`src/mc_bus_settings.svh`:
```
// ****************************************
// address map and sizes of the shared bus
// masks keep the bits that must match base
// ram size must stay a power of two
// ****************************************
`ifndef MC_BUS_SETTINGS_SVH
`define MC_BUS_SETTINGS_SVH

// bus geometry
`define MC_NR_HOSTS 2
`define MC_NR_DEVS 3
`define MC_ADDR_W 32
`define MC_DATA_W 32

// device regions
`define MC_RAM_BASE 32'h0010_0000
`define MC_RAM_MASK 32'hFFFF_F000
`define MC_RAM_WORDS 1024
`define MC_SIMCTRL_BASE 32'h0002_0000
`define MC_SIMCTRL_MASK 32'hFFFF_FC00
`define MC_TIMER_BASE 32'h0003_0000
`define MC_TIMER_MASK 32'hFFFF_FC00

// register offsets inside a region
`define MC_TIMER_MTIME_OFS 32'h0
`define MC_TIMER_CMP_OFS 32'h4
`define MC_SIMCTRL_CHAR_OFS 32'h0
`define MC_SIMCTRL_HALT_OFS 32'h8

`endif
```
`src/mc_bus_pkg.sv`:
```
// ****************************************
// bus types shared by all bus blocks
// device enum values index the device arrays
// ****************************************
`default_nettype none
`include "mc_bus_settings.svh"

package mc_bus_pkg;

  typedef logic [`MC_ADDR_W-1:0] bus_addr_t;
  typedef logic [`MC_DATA_W-1:0] bus_data_t;
  typedef logic [`MC_DATA_W/8-1:0] bus_be_t;
  typedef logic [$clog2(`MC_NR_HOSTS)-1:0] host_idx_t;

  // decoded target, DevNone is an unmapped address
  typedef enum logic [1:0] {
    DevRam     = 2'd0,
    DevSimCtrl = 2'd1,
    DevTimer   = 2'd2,
    DevNone    = 2'd3
  } dev_sel_e;

  // byte-enable merge of a write into a stored word
  function automatic bus_data_t be_merge(input bus_data_t old_d, input bus_data_t new_d,
                                         input bus_be_t be);
    bus_data_t res;
    res = old_d;
    for (int b = 0; b < `MC_DATA_W/8; b++) begin
      if (be[b]) begin
        res[8*b +: 8] = new_d[8*b +: 8];
      end
    end
    return res;
  endfunction

endpackage

`default_nettype wire

```
`src/bus_sim_ctrl.sv`:
```
// ****************************************
// char output strobe and sticky halt flag
// writes need byte lane 0 enabled
// reads return zero
// ****************************************
`timescale 1ns/1ns
`default_nettype none
`include "mc_bus_settings.svh"

module bus_sim_ctrl (
  input  logic                  clk_i,
  input  logic                  rst_n_i,
  input  logic                  req_i,
  input  logic                  we_i,
  input  mc_bus_pkg::bus_be_t   be_i,
  input  mc_bus_pkg::bus_addr_t addr_i,
  input  mc_bus_pkg::bus_data_t wdata_i,
  output logic                  rvalid_o,
  output mc_bus_pkg::bus_data_t rdata_o,
  output logic [7:0]            char_o,
  output logic                  char_valid_o,
  output logic                  halt_o
);

  mc_bus_pkg::bus_addr_t ofs;
  logic                  wr_lane0;
  logic                  wr_char;
  logic                  wr_halt;
  logic [7:0]            char_q;
  logic                  char_valid_q;
  logic                  halt_q;
  logic                  rvalid_q;

  assign ofs      = addr_i & ~`MC_SIMCTRL_MASK;
  assign wr_lane0 = req_i && we_i && be_i[0];
  assign wr_char  = wr_lane0 && (ofs == `MC_SIMCTRL_CHAR_OFS);
  assign wr_halt  = wr_lane0 && (ofs == `MC_SIMCTRL_HALT_OFS) && wdata_i[0];

  always_ff @(posedge clk_i) begin
    if (!rst_n_i) begin
      char_valid_q <= 1'b0;
      halt_q       <= 1'b0;
      rvalid_q     <= 1'b0;
    end else begin
      // one-cycle strobe per char write
      char_valid_q <= wr_char;
      // sticky until reset
      halt_q       <= halt_q | wr_halt;
      rvalid_q     <= req_i;
    end
  end

  // char byte held between writes
  always_ff @(posedge clk_i) begin
    if (wr_char) begin
      char_q <= wdata_i[7:0];
    end
  end

  assign rvalid_o     = rvalid_q;
  assign rdata_o      = '0;
  assign char_o       = char_q;
  assign char_valid_o = char_valid_q;
  assign halt_o       = halt_q;

endmodule

`default_nettype wire

```
`config.mk`:
```
export PLATFORM = sky130hd
export DESIGN_NAME = bus_sim_ctrl
export DESIGN_NICKNAME = d
export VERILOG_FILES = /design/src/mc_bus_pkg.sv /design/src/bus_sim_ctrl.sv
export VERILOG_INCLUDE_DIRS = /design/src
export SDC_FILE = /design/constraint.sdc
export NUM_CORES = 1
export LEC_CHECK = 0
export BUFFER_PORTS_ARGS = -buffer_cell sky130_fd_sc_hd__clkbuf_2
export CAP_MARGIN = 20
export CELL_PAD_IN_SITES_DETAIL_PLACEMENT = 1
export CELL_PAD_IN_SITES_GLOBAL_PLACEMENT = 2
export CORE_ASPECT_RATIO = 1.25
export CORE_UTILIZATION = 11
export CTS_CLUSTER_SIZE = 30
export DETAILED_ROUTE_END_ITERATION = 10
export PLACE_DENSITY_LB_ADDON = 0.1
export SLEW_MARGIN = 20
export SYNTH_ARGS = -nofsm -noshare
export SYNTH_HDL_FRONTEND = slang
export SYNTH_SLANG_ARGS = --single-unit
```
`constraint.sdc`:
```
create_clock -name clk_i -period 5.2 [get_ports clk_i]
set_input_delay 0.78 -clock clk_i [delete_from_list [all_inputs] [get_ports clk_i]]
set_output_delay 0.78 -clock clk_i [all_outputs]
set_load 0.01 [all_outputs]
```
==> flow_results.xml, run 1 <==
<?xml version="1.0" encoding="UTF-8"?>
<metrics>
  <group name="placement">
    <metric name="preCtsSetupSlack" unit="ns">2.47</metric>
    <metric name="dp_hpwl" unit="mm">1.12</metric>
    <metric name="gp_congestion" unit="">0.615</metric>
    <metric name="port_buffers" unit="">33</metric>
    <metric name="place_area" unit="sq um">743</metric>
  </group>
  <group name="timing">
    <metric name="final_max_slew_viol_count" unit="">0</metric>
    <metric name="finalClockSkew" unit="ns">0</metric>
    <metric name="timing.slew.headroom" unit="%">58.3</metric>
    <metric name="setup_slack" unit="ns">3.06</metric>
    <metric name="setup_viol" unit="">0</metric>
    <metric name="rsz_0062_raised_after_global_routing" unit="">false</metric>
    <metric name="final-hold-violation-count" unit="">0</metric>
    <metric name="post_route_clock_period_utilization" unit="%">41.2</metric>
    <metric name="setup_total_negative_slack" unit="ns">0</metric>
    <metric name="max_slew.worst_pin.slew" unit="ns">0.620</metric>
    <metric name="hold_ws" unit="ns">0.457</metric>
    <metric name="fmax" unit="MHz">467</metric>
    <metric name="period_minus_slack" unit="ns">2.14</metric>
  </group>
  <group name="worst_setup_path">
    <metric name="r2r_setup_slack" unit="ns">4.65</metric>
    <metric name="setup.worst_path.start" unit="">addr_i[1]</metric>
    <metric name="crit_fanout" unit="">9</metric>
    <metric name="startpoint_type" unit="">input pin</metric>
    <metric name="timing.critical_path.to_type" unit="">flip-flop</metric>
    <metric name="worst-endpoint-arrival" unit="ns">2.00</metric>
    <metric name="endpoint" unit="">char_o[4]</metric>
    <metric name="timing.rr.start" unit="">halt_o</metric>
    <metric name="worstSetupPathType" unit="">input pin to flip-flop</metric>
    <metric name="ff2ff_path_depth" unit="">1</metric>
    <metric name="rr_endpoint" unit="">halt_o</metric>
    <metric name="data_required_critical_path" unit="ns">5.06</metric>
  </group>
  <group name="clock_tree">
    <metric name="ctsHtreeMaxLevel" unit="">1</metric>
    <metric name="numClockSinks" unit="">11</metric>
    <metric name="clockRootBuffer" unit="">clkbuf_8</metric>
    <metric name="ctsLongestPathBuffers" unit="">2</metric>
    <metric name="tritoncts" unit="">done</metric>
    <metric name="path_clk_slew" unit="ns">0.05</metric>
    <metric name="cells_resized_by_post_cts_repair" unit="">0</metric>
    <metric name="postCtsHoldBufs" unit="">0</metric>
    <metric name="cts_setup_buffers" unit="">0</metric>
    <metric name="insertion_delay" unit="ns">0.23</metric>
    <metric name="cts_buffers" unit="">3</metric>
  </group>
  <group name="synth">
    <metric name="post_synth.cell_area_avg" unit="sq um">11.7</metric>
    <metric name="postSynthCellCount" unit="">53</metric>
    <metric name="synth_sequential_area_ratio" unit="%">48.3</metric>
    <metric name="mappedNetlistArea" unit="sq um">622</metric>
    <metric name="ys_types" unit="">12</metric>
    <metric name="ys_ff_latch" unit="">11</metric>
    <metric name="synth-warning-count" unit="">0</metric>
  </group>
  <group name="routing">
    <metric name="via_count" unit="">402</metric>
    <metric name="drc" unit="">0</metric>
    <metric name="route.final.wire_length" unit="mm">1.19</metric>
    <metric name="drt-initial-drc-count" unit="">11</metric>
    <metric name="route.detailed.wl_per_inst" unit="um">7.80</metric>
    <metric name="antenna_left" unit="">0</metric>
    <metric name="via_per_inst" unit="">2.63</metric>
    <metric name="first_pass_iters" unit="">2</metric>
  </group>
  <group name="cells_and_area">
    <metric name="post-route-cell-area" unit="sq um">797</metric>
    <metric name="area_delta_synth_final" unit="%">28.2</metric>
    <metric name="regArea" unit="sq um">300</metric>
    <metric name="fin_nets" unit="">162</metric>
    <metric name="finish.utilization" unit="%">14.6</metric>
    <metric name="commonest_cells_after_routing_fill_and_taps_aside" unit="">clkbuf_2, conb_1, edfxtp_1</metric>
    <metric name="nFillCells" unit="">650</metric>
    <metric name="multi_input_area" unit="sq um">206</metric>
    <metric name="num_antenna_cells" unit="">0</metric>
    <metric name="proportion_of_layout_cells_with_a_drive_suffix_above_1" unit="%">43.8</metric>
    <metric name="layout.cells.most_common" unit="">clkbuf_2</metric>
  </group>
  <group name="floorplanning">
    <metric name="floorplan.die_area" unit="sq um">5960</metric>
    <metric name="vert_die_dim" unit="um">86.1</metric>
    <metric name="initial_utilization" unit="%">11.4</metric>
    <metric name="die-width" unit="um">69.3</metric>
    <metric name="area_of_the_placeable_core" unit="sq um">5440</metric>
    <metric name="boundaryPins" unit="">115</metric>
    <metric name="placementRows" unit="">30</metric>
  </group>
  <group name="min_path">
    <metric name="timing.hold.worst.class" unit="">flip-flop to flip-flop</metric>
    <metric name="min-delay-start" unit="">halt_o</metric>
  </group>
  <group name="pwr">
    <metric name="leakage" unit="uW">0.000397</metric>
    <metric name="max-vdd-ir-drop" unit="mV">0.0736</metric>
    <metric name="power_density" unit="nW/um^2">250</metric>
  </group>
  <group name="run_status">
    <metric name="outcome" unit="">completed</metric>
  </group>
  <group name="global_route">
    <metric name="grt_start_max_net_pins" unit="">10</metric>
    <metric name="antenna_found_initial" unit="">0</metric>
    <metric name="grt_use_total" unit="%">3.91</metric>
    <metric name="first_pass_grt_wire_length" unit="mm">1.79</metric>
    <metric name="grt_overflow" unit="">0</metric>
    <metric name="first_global_vias" unit="">383</metric>
  </group>
  <group name="job">
    <metric name="maxCapViolations" unit="">0</metric>
  </group>
</metrics>
==> cell families (layout without fill, tap and decap cells) <==
family / after synthesis / in the layout / share of synthesized area [%]
AO/OA/AOI/OAI: 1 / 1 / 1.21
buffers and inverters: 32 / 37 / 38.6
flip-flops: 11 / 11 / 48.3
other: 1 / 32 / 0.603
AND/OR/NAND/NOR: 8 / 8 / 11.3
==> final cells by class <==
type	instances	area share [%]
multi-input cells	41	25.9
well taps	64	10.0
repair buffers	33	20.7
clock buffers	4	5.65
flip-flops and latches	11	37.7
==> sequential cells by signal (all words and copies together), names as in the netlist <==
register / cells
char_o: 8
char_valid_o: 1
halt_o: 1
rvalid_o: 1
==> Yosys cell counts <==
| library cell | count | area [sq um] |
|---|---|---|
| and2_1 | 2 | 12.5 |
| or4_4 | 1 | 11.3 |
| or4_1 | 1 | 7.51 |
| nand3_1 | 1 | 5.00 |
| nor4_2 | 1 | 12.5 |
| dfxtp_1 | 3 | 60.1 |
| buf_4 | 32 | 240 |
| a21o_1 | 1 | 7.51 |
| nand4b_2 | 1 | 15.0 |
| conb_1 | 1 | 3.75 |
| nor4_1 | 1 | 6.26 |
| edfxtp_1 | 8 | 240 |
==> critical path, stage by stage <==
cell and delay, ns:
clkbuf_2 0.08, or4_4 0.55, nor4_4 0.60
==> worst min-delay path by stage <==
stage	to	slack, ns	cells after the start
2_1_floorplan	halt_o	0.50	1
3_3_place_gp	halt_o	0.45	1
3_5_place_dp	halt_o	0.44	1
4_1_cts	halt_o	0.46	1
5_1_grt	halt_o	0.49	1
6_report	halt_o	0.46	1
==> stage by stage <==
| step | total power, uW | instances |
|---|---|---|
| 2_1_floorplan | 126 | 84 |
| 3_3_place_gp | 117 | 149 |
| 3_5_place_dp | 118 | 149 |
| 4_1_cts | 203 | 153 |
| 5_1_grt | 211 | 153 |
| 6_report | 199 | 153 |
==> report_power, final <==
| part | switching [uW] | internal, uW | leakage (uW) | total [uW] |
|---|---|---|---|---|
| Combinational | 15.0 | 7.10 | 0.000278 | 22.1 |
| Sequential | 0.0998 | 94.6 | 0.0000963 | 94.7 |
| Clock | 28.6 | 53.5 | 0.0000228 | 82.1 |
==> layer usage <==
metal / wire, um / vias to the layer above / track usage (%)
met2: 500 / 45 / 6.00
li1: - / 185 / -
met5: 0 / - / 0
met4: 0 / 0 / 1.11
met3: 156 / 0 / 1.88
met1: 535 / 172 / 4.84
(Power assumes the default switching activity.)
==> run 2: changes to the inputs <==
ABC_AREA = 1   (was default)
CORE_UTILIZATION = 10   (was 11)
clock period = 1.9 ns   (was 5.2 ns; I/O delays follow)
==> run 2 against run 1 <==
Against the previous run:
- non-clock buffer count unchanged
- sequential power rose to 2.7 times the previous value
- clock skew unchanged
- count of clock-buffer cells in the layout unchanged
- via count up 8.2%
- hold slack worse by 0.22 ns
- final cell count up 22%
- power rose to 2.7 times the previous value
- cell area up 4.2%
- worst setup slack worse by 2.3 ns
- routed wire length up 7.6%
- first-iteration DRC count down 64%
- critical path type unchanged
- largest power group unchanged
==> flow_results.xml, run 2 <==
<?xml version="1.0" encoding="UTF-8"?>
<metrics>
  <group name="routing">
    <metric name="antenna_left" unit="">0</metric>
    <metric name="drc" unit="">0</metric>
    <metric name="route.detailed.wl_per_inst" unit="um">6.87</metric>
    <metric name="first_pass_iters" unit="">3</metric>
    <metric name="via_per_inst" unit="">2.33</metric>
    <metric name="route.final.wire_length" unit="mm">1.28</metric>
    <metric name="drt-initial-drc-count" unit="">4</metric>
    <metric name="via_count" unit="">435</metric>
  </group>
  <group name="cells_and_area">
    <metric name="area_delta_synth_final" unit="%">30.2</metric>
    <metric name="num_antenna_cells" unit="">0</metric>
    <metric name="nFillCells" unit="">772</metric>
    <metric name="flip_flop_count_of_the_largest_register_all_copies_and_words_added" unit="">8</metric>
    <metric name="commonest_cells_after_routing_fill_and_taps_aside" unit="">clkbuf_2, conb_1, edfxtp_1</metric>
    <metric name="finish.utilization" unit="%">13.5</metric>
    <metric name="fin_nets" unit="">175</metric>
    <metric name="layout.cells.most_common" unit="">clkbuf_2</metric>
    <metric name="post-route-cell-area" unit="sq um">831</metric>
    <metric name="proportion_of_layout_cells_with_a_drive_suffix_above_1" unit="%">37.3</metric>
  </group>
  <group name="floorplanning">
    <metric name="floorplan.die_area" unit="sq um">6710</metric>
    <metric name="boundaryPins" unit="">115</metric>
    <metric name="area_of_the_placeable_core" unit="sq um">6170</metric>
    <metric name="die-width" unit="um">73.5</metric>
    <metric name="initial_utilization" unit="%">10.3</metric>
    <metric name="placementRows" unit="">32</metric>
    <metric name="vert_die_dim" unit="um">91.3</metric>
  </group>
  <group name="worst_setup_path">
    <metric name="ff2ff_path_depth" unit="">2</metric>
    <metric name="cpLargestDelayFamily" unit="">simple AND/OR/NAND/NOR gates</metric>
    <metric name="data_required_critical_path" unit="ns">1.80</metric>
    <metric name="worstSetupPathType" unit="">input pin to flip-flop</metric>
    <metric name="r2r_setup_slack" unit="ns">1.34</metric>
    <metric name="worst-endpoint-arrival" unit="ns">1.08</metric>
    <metric name="rr_endpoint" unit="">halt_o</metric>
    <metric name="startpoint_type" unit="">input pin</metric>
    <metric name="timing.critical_path.to_type" unit="">flip-flop</metric>
    <metric name="timing.rr.start" unit="">halt_o</metric>
    <metric name="cpPeakStageDelay" unit="ns">0.26</metric>
    <metric name="crit_fanout" unit="">8</metric>
    <metric name="crit_chain" unit="">clkbuf_2 &gt; or2_1 &gt; nor2_1 &gt; nand2_1 &gt; inv_1</metric>
    <metric name="critical_path_depth" unit="">5</metric>
    <metric name="critPathBufInv" unit="">2</metric>
    <metric name="critPathSlowestCell" unit="">inv_1</metric>
  </group>
  <group name="clock_tree">
    <metric name="numClockSinks" unit="">11</metric>
    <metric name="ctsHtreeMaxLevel" unit="">1</metric>
    <metric name="cells_resized_by_post_cts_repair" unit="">0</metric>
    <metric name="cts_buffers" unit="">3</metric>
    <metric name="tritoncts" unit="">done</metric>
    <metric name="path_clk_slew" unit="ns">0.05</metric>
    <metric name="insertion_delay" unit="ns">0.23</metric>
    <metric name="clockRootBuffer" unit="">clkbuf_8</metric>
    <metric name="postCtsHoldBufs" unit="">0</metric>
    <metric name="cts_setup_buffers" unit="">0</metric>
    <metric name="ctsLongestPathBuffers" unit="">2</metric>
  </group>
  <group name="global_route">
    <metric name="grt_use_total" unit="%">3.59</metric>
    <metric name="first_global_vias" unit="">391</metric>
    <metric name="grt_overflow" unit="">0</metric>
    <metric name="first_pass_grt_wire_length" unit="mm">1.77</metric>
    <metric name="antenna_found_initial" unit="">0</metric>
    <metric name="grt_start_max_net_pins" unit="">9</metric>
  </group>
  <group name="synth">
    <metric name="postSynthCellCount" unit="">66</metric>
    <metric name="synth_area_leaders" unit="">buf_4, edfxtp_1, dfxtp_1, nor2_1, inv_1</metric>
    <metric name="ys_ff_latch" unit="">11</metric>
    <metric name="synth-warning-count" unit="">0</metric>
    <metric name="netlist_top_cells_count" unit="">buf_4, edfxtp_1, nor2_1</metric>
    <metric name="yosys.area.top_type_share" unit="%">37.6</metric>
    <metric name="synth_top_area_cell" unit="">buf_4</metric>
    <metric name="async_reset_ff_share" unit="%">0</metric>
    <metric name="post_synth.cell_area_avg" unit="sq um">9.67</metric>
    <metric name="synth_sequential_area_ratio" unit="%">47.1</metric>
    <metric name="synth_most_common_cell" unit="">buf_4</metric>
    <metric name="synth-edff-count" unit="">8</metric>
    <metric name="ys_types" unit="">11</metric>
    <metric name="dominantRegCellSynth" unit="">edfxtp_1</metric>
    <metric name="mappedNetlistArea" unit="sq um">638</metric>
  </group>
  <group name="pwr">
    <metric name="power.internal" unit="uW">425</metric>
    <metric name="power.sequential.fraction" unit="%">47.5</metric>
    <metric name="switching_share" unit="%">22.1</metric>
    <metric name="power_density" unit="nW/um^2">657</metric>
    <metric name="netSwitchingPower" unit="uW">121</metric>
    <metric name="power.share.combinational" unit="%">11.3</metric>
    <metric name="max-vdd-ir-drop" unit="mV">0.159</metric>
    <metric name="leakage" unit="uW">0.000412</metric>
    <metric name="clock_power_share" unit="%">41.2</metric>
  </group>
  <group name="timing">
    <metric name="fmax" unit="MHz">848</metric>
    <metric name="finalClockSkew" unit="ns">0</metric>
    <metric name="setup_total_negative_slack" unit="ns">0</metric>
    <metric name="final_max_slew_viol_count" unit="">0</metric>
    <metric name="setup_viol" unit="">0</metric>
    <metric name="post_route_clock_period_utilization" unit="%">62.0</metric>
    <metric name="period_minus_slack" unit="ns">1.18</metric>
    <metric name="rsz_0062_raised_after_global_routing" unit="">false</metric>
    <metric name="final-hold-violation-count" unit="">0</metric>
  </group>
  <group name="min_path">
    <metric name="min-delay-start" unit="">wdata_i[1]</metric>
    <metric name="hold_end" unit="">char_o[1]</metric>
    <metric name="timing.hold.worst.class" unit="">input pin to flip-flop</metric>
    <metric name="hold_path_depth" unit="">1</metric>
  </group>
  <group name="job">
    <metric name="maxCapViolations" unit="">0</metric>
  </group>
  <group name="placement">
    <metric name="port_buffers" unit="">33</metric>
    <metric name="place_area" unit="sq um">786</metric>
    <metric name="dp_hpwl" unit="mm">1.19</metric>
    <metric name="gp_congestion" unit="">0.599</metric>
  </group>
  <group name="run_status">
    <metric name="outcome" unit="">completed</metric>
  </group>
</metrics>
==> run 2: power by group through the flow <==
stage / registers [uW] / logic, uW / clock network [uW]
4_1_cts: 259 / 61.5 / 239
3_5_place_dp: 264 / 61.2 / 0
3_3_place_gp: 264 / 60.6 / 0
2_1_floorplan: 264 / 82.8 / 0
5_1_grt: 259 / 70.1 / 248
6_report: 259 / 61.4 / 225
==> run 2: kinds of logic (layout without fill, tap and decap cells) <==
logic type | Yosys count | after routing | share of synthesized area [%]
DFF | 11 | 11 | 47.1
other | 1 | 32 | 0.588
buffers and inverters | 37 | 42 | 40.6
and+or+nand+nor | 16 | 16 | 11.0
AOI/OAI and AO/OA | 1 | 1 | 0.784
==> run 2: worst max-delay path by stage <==
stage	from	to
after floorplan	addr_i[2]	char_o[0]
after global placement	addr_i[2]	char_o[3]
after detailed placement	addr_i[2]	char_o[2]
after CTS	addr_i[2]	char_o[2]
after global routing	addr_i[9]	char_o[7]
final	addr_i[2]	char_o[0]
==> run 2: area by class of cell <==
| type | count | area, sq um | area share (%) |
|---|---|---|---|
| Clock buffer | 4 | 45.0 | 5.42 |
| Inverter | 5 | 18.8 | 2.26 |
| Multi-Input combinational cell | 49 | 195 | 23.5 |
| Sequential cell | 11 | 300 | 36.1 |
| Tap cell | 85 | 106 | 12.8 |
| Timing Repair Buffer | 33 | 165 | 19.9 |
==> run 2: routing by layer <==
| layer | track usage, % | up-vias | wire length, um |
|---|---|---|---|
| met5 | 0 | - | 0 |
| met4 | 1.44 | 0 | 0 |
| met3 | 1.55 | 0 | 165 |
| met2 | 6.27 | 39 | 662 |
| met1 | 3.64 | 185 | 457 |
| li1 | - | 211 | - |
==> run 2: stage by stage <==
step           setup slack [ns]  hold slack [ns]  instances  total power, uW
6_report                  0.721            0.232        187              546
5_1_grt                   0.598            0.225        187              577
4_1_cts                   0.662            0.226        187              560
3_5_place_dp              0.407            0.456        183              325
3_3_place_gp              0.403            0.460        183              324
2_1_floorplan             0.729            0.378         97              347
==> run 3: changes to the inputs <==
clock period = 1.05 ns   (was 1.9 ns; I/O delays follow)
==> run 3 against run 2 <==
Against the previous run:
- non-clock buffer count grew 3
- register-to-register slack lost 0.85 ns
- die area is the same
- combinational power grew 86%
==> flow_results.xml, run 3 (same netlist as run 2, synthesis figures left out) <==
<?xml version="1.0" encoding="UTF-8"?>
<metrics>
  <group name="cells_and_area">
    <metric name="proportion_of_layout_cells_with_a_drive_suffix_above_1" unit="%">39.0</metric>
    <metric name="finish.utilization" unit="%">14.0</metric>
    <metric name="fin_nets" unit="">178</metric>
    <metric name="layout.cells.most_common" unit="">clkbuf_2</metric>
    <metric name="finalNonFillerCells" unit="">190</metric>
    <metric name="commonest_cells_after_routing_fill_and_taps_aside" unit="">clkbuf_2, conb_1, edfxtp_1</metric>
    <metric name="area_delta_synth_final" unit="%">35.7</metric>
    <metric name="flip_flop_count_of_the_largest_register_all_copies_and_words_added" unit="">8</metric>
    <metric name="num_antenna_cells" unit="">0</metric>
  </group>
  <group name="floorplanning">
    <metric name="initial_utilization" unit="%">10.3</metric>
    <metric name="area_of_the_placeable_core" unit="sq um">6170</metric>
    <metric name="floorplan.die_area" unit="sq um">6710</metric>
    <metric name="vert_die_dim" unit="um">91.3</metric>
    <metric name="placementRows" unit="">32</metric>
    <metric name="die-width" unit="um">73.5</metric>
    <metric name="boundaryPins" unit="">115</metric>
  </group>
  <group name="clock_tree">
    <metric name="cells_resized_by_post_cts_repair" unit="">0</metric>
    <metric name="ctsLongestPathBuffers" unit="">2</metric>
    <metric name="insertion_delay" unit="ns">0.23</metric>
    <metric name="tritoncts" unit="">done</metric>
    <metric name="postCtsHoldBufs" unit="">0</metric>
    <metric name="cts_buffers" unit="">3</metric>
    <metric name="path_clk_slew" unit="ns">0.05</metric>
    <metric name="cts_setup_buffers" unit="">0</metric>
    <metric name="ctsHtreeMaxLevel" unit="">1</metric>
    <metric name="numClockSinks" unit="">11</metric>
    <metric name="clockRootBuffer" unit="">clkbuf_8</metric>
  </group>
  <group name="placement">
    <metric name="dp_hpwl" unit="mm">1.27</metric>
    <metric name="port_buffers" unit="">33</metric>
    <metric name="preCtsSetupSlack" unit="ns">-0.133</metric>
    <metric name="numPlacedInstances" unit="">186</metric>
    <metric name="gp_congestion" unit="">0.550</metric>
  </group>
  <group name="global_route">
    <metric name="first_pass_grt_wire_length" unit="mm">1.93</metric>
    <metric name="grt_start_max_net_pins" unit="">9</metric>
    <metric name="grt_use_total" unit="%">3.81</metric>
    <metric name="first_global_vias" unit="">435</metric>
    <metric name="antenna_found_initial" unit="">0</metric>
    <metric name="grt_overflow" unit="">0</metric>
  </group>
  <group name="timing">
    <metric name="rsz_0062_raised_after_global_routing" unit="">false</metric>
    <metric name="period_minus_slack" unit="ns">0.915</metric>
    <metric name="post_route_clock_period_utilization" unit="%">87.2</metric>
    <metric name="setup_viol" unit="">0</metric>
    <metric name="setup_total_negative_slack" unit="ns">0</metric>
    <metric name="setup_slack" unit="ns">0.135</metric>
    <metric name="finalClockSkew" unit="ns">0</metric>
    <metric name="final-hold-violation-count" unit="">0</metric>
    <metric name="fmax" unit="MHz">1090</metric>
    <metric name="final_max_slew_viol_count" unit="">0</metric>
  </group>
  <group name="pwr">
    <metric name="power" unit="uW">987</metric>
    <metric name="netSwitchingPower" unit="uW">216</metric>
    <metric name="switching_share" unit="%">21.9</metric>
    <metric name="power.internal" unit="uW">771</metric>
    <metric name="max-vdd-ir-drop" unit="mV">0.208</metric>
    <metric name="power.sequential.fraction" unit="%">47.5</metric>
    <metric name="clock_power_share" unit="%">40.9</metric>
    <metric name="leakage" unit="uW">0.000429</metric>
    <metric name="power.share.combinational" unit="%">11.6</metric>
    <metric name="power_density" unit="nW/um^2">1140</metric>
  </group>
  <group name="routing">
    <metric name="via_per_inst" unit="">2.39</metric>
    <metric name="drt-initial-drc-count" unit="">3</metric>
    <metric name="via_count" unit="">455</metric>
    <metric name="first_pass_iters" unit="">4</metric>
    <metric name="route.detailed.wl_per_inst" unit="um">7.06</metric>
    <metric name="route.final.wire_length" unit="mm">1.34</metric>
    <metric name="antenna_left" unit="">0</metric>
    <metric name="drc" unit="">0</metric>
  </group>
  <group name="worst_setup_path">
    <metric name="worstSetupPathType" unit="">input pin to flip-flop</metric>
    <metric name="startpoint_type" unit="">input pin</metric>
    <metric name="crit_fanout" unit="">8</metric>
    <metric name="data_required_critical_path" unit="ns">1.00</metric>
    <metric name="timing.critical_path.to_type" unit="">flip-flop</metric>
    <metric name="worst-endpoint-arrival" unit="ns">0.86</metric>
  </group>
  <group name="run_status">
    <metric name="outcome" unit="">completed</metric>
  </group>
  <group name="job">
    <metric name="maxCapViolations" unit="">0</metric>
  </group>
  <group name="min_path">
    <metric name="timing.hold.worst.class" unit="">input pin to flip-flop</metric>
  </group>
</metrics>
==> run 3: final cells by class <==
class                           instances  area [sq um]
Sequential cell                        11           300
Multi-Input combinational cell         49           195
Clock buffer                            4          45.0
Inverter                                5          18.8
Timing Repair Buffer                   36           200
Fill cell                             768          5300
Tap cell                               85           106
==> run 3: final timing paths <==
path | startpoint | endpoint | slack [ns] | cells past startpoint
max | addr_i[2] | char_o[1] | 0.13 | 6
min reg2reg | halt_o | halt_o | 0.46 | 2
min | wdata_i[4] | char_o[4] | 0.10 | 1
max reg2reg | halt_o | halt_o | 0.49 | 2
==> run 3: layer usage <==
metal / routed length (um) / GRT usage (%)
met5: 0 / 0
met2: 709 / 6.96
met1: 449 / 3.78
met4: 2 / 2.40
met3: 181 / 0.777
==> run 3: critical path: stages <==
cell,delay [ns]
clkbuf_2,0.09
or2_1,0.22
nor2_1,0.10
nand2_1,0.07
inv_1,0.10
buf_12,0.13
==> run 3: power groups by stage <==
stage | Sequential [uW] | Combinational, uW | Clock (uW)
floorplan | 478 | 150 | 0
global placement | 477 | 114 | 0
detailed placement | 477 | 114 | 0
CTS | 469 | 114 | 429
global route | 468 | 130 | 443
finish | 469 | 114 | 404
==> run 3: stage by stage <==
stage | hold slack, ns | cell area [sq um]
after detailed placement | 0.340 | 821
after global placement | 0.348 | 821
after global routing | 0.0999 | 866
after CTS | 0.0959 | 866
after floorplan | 0.251 | 754
final | 0.104 | 866
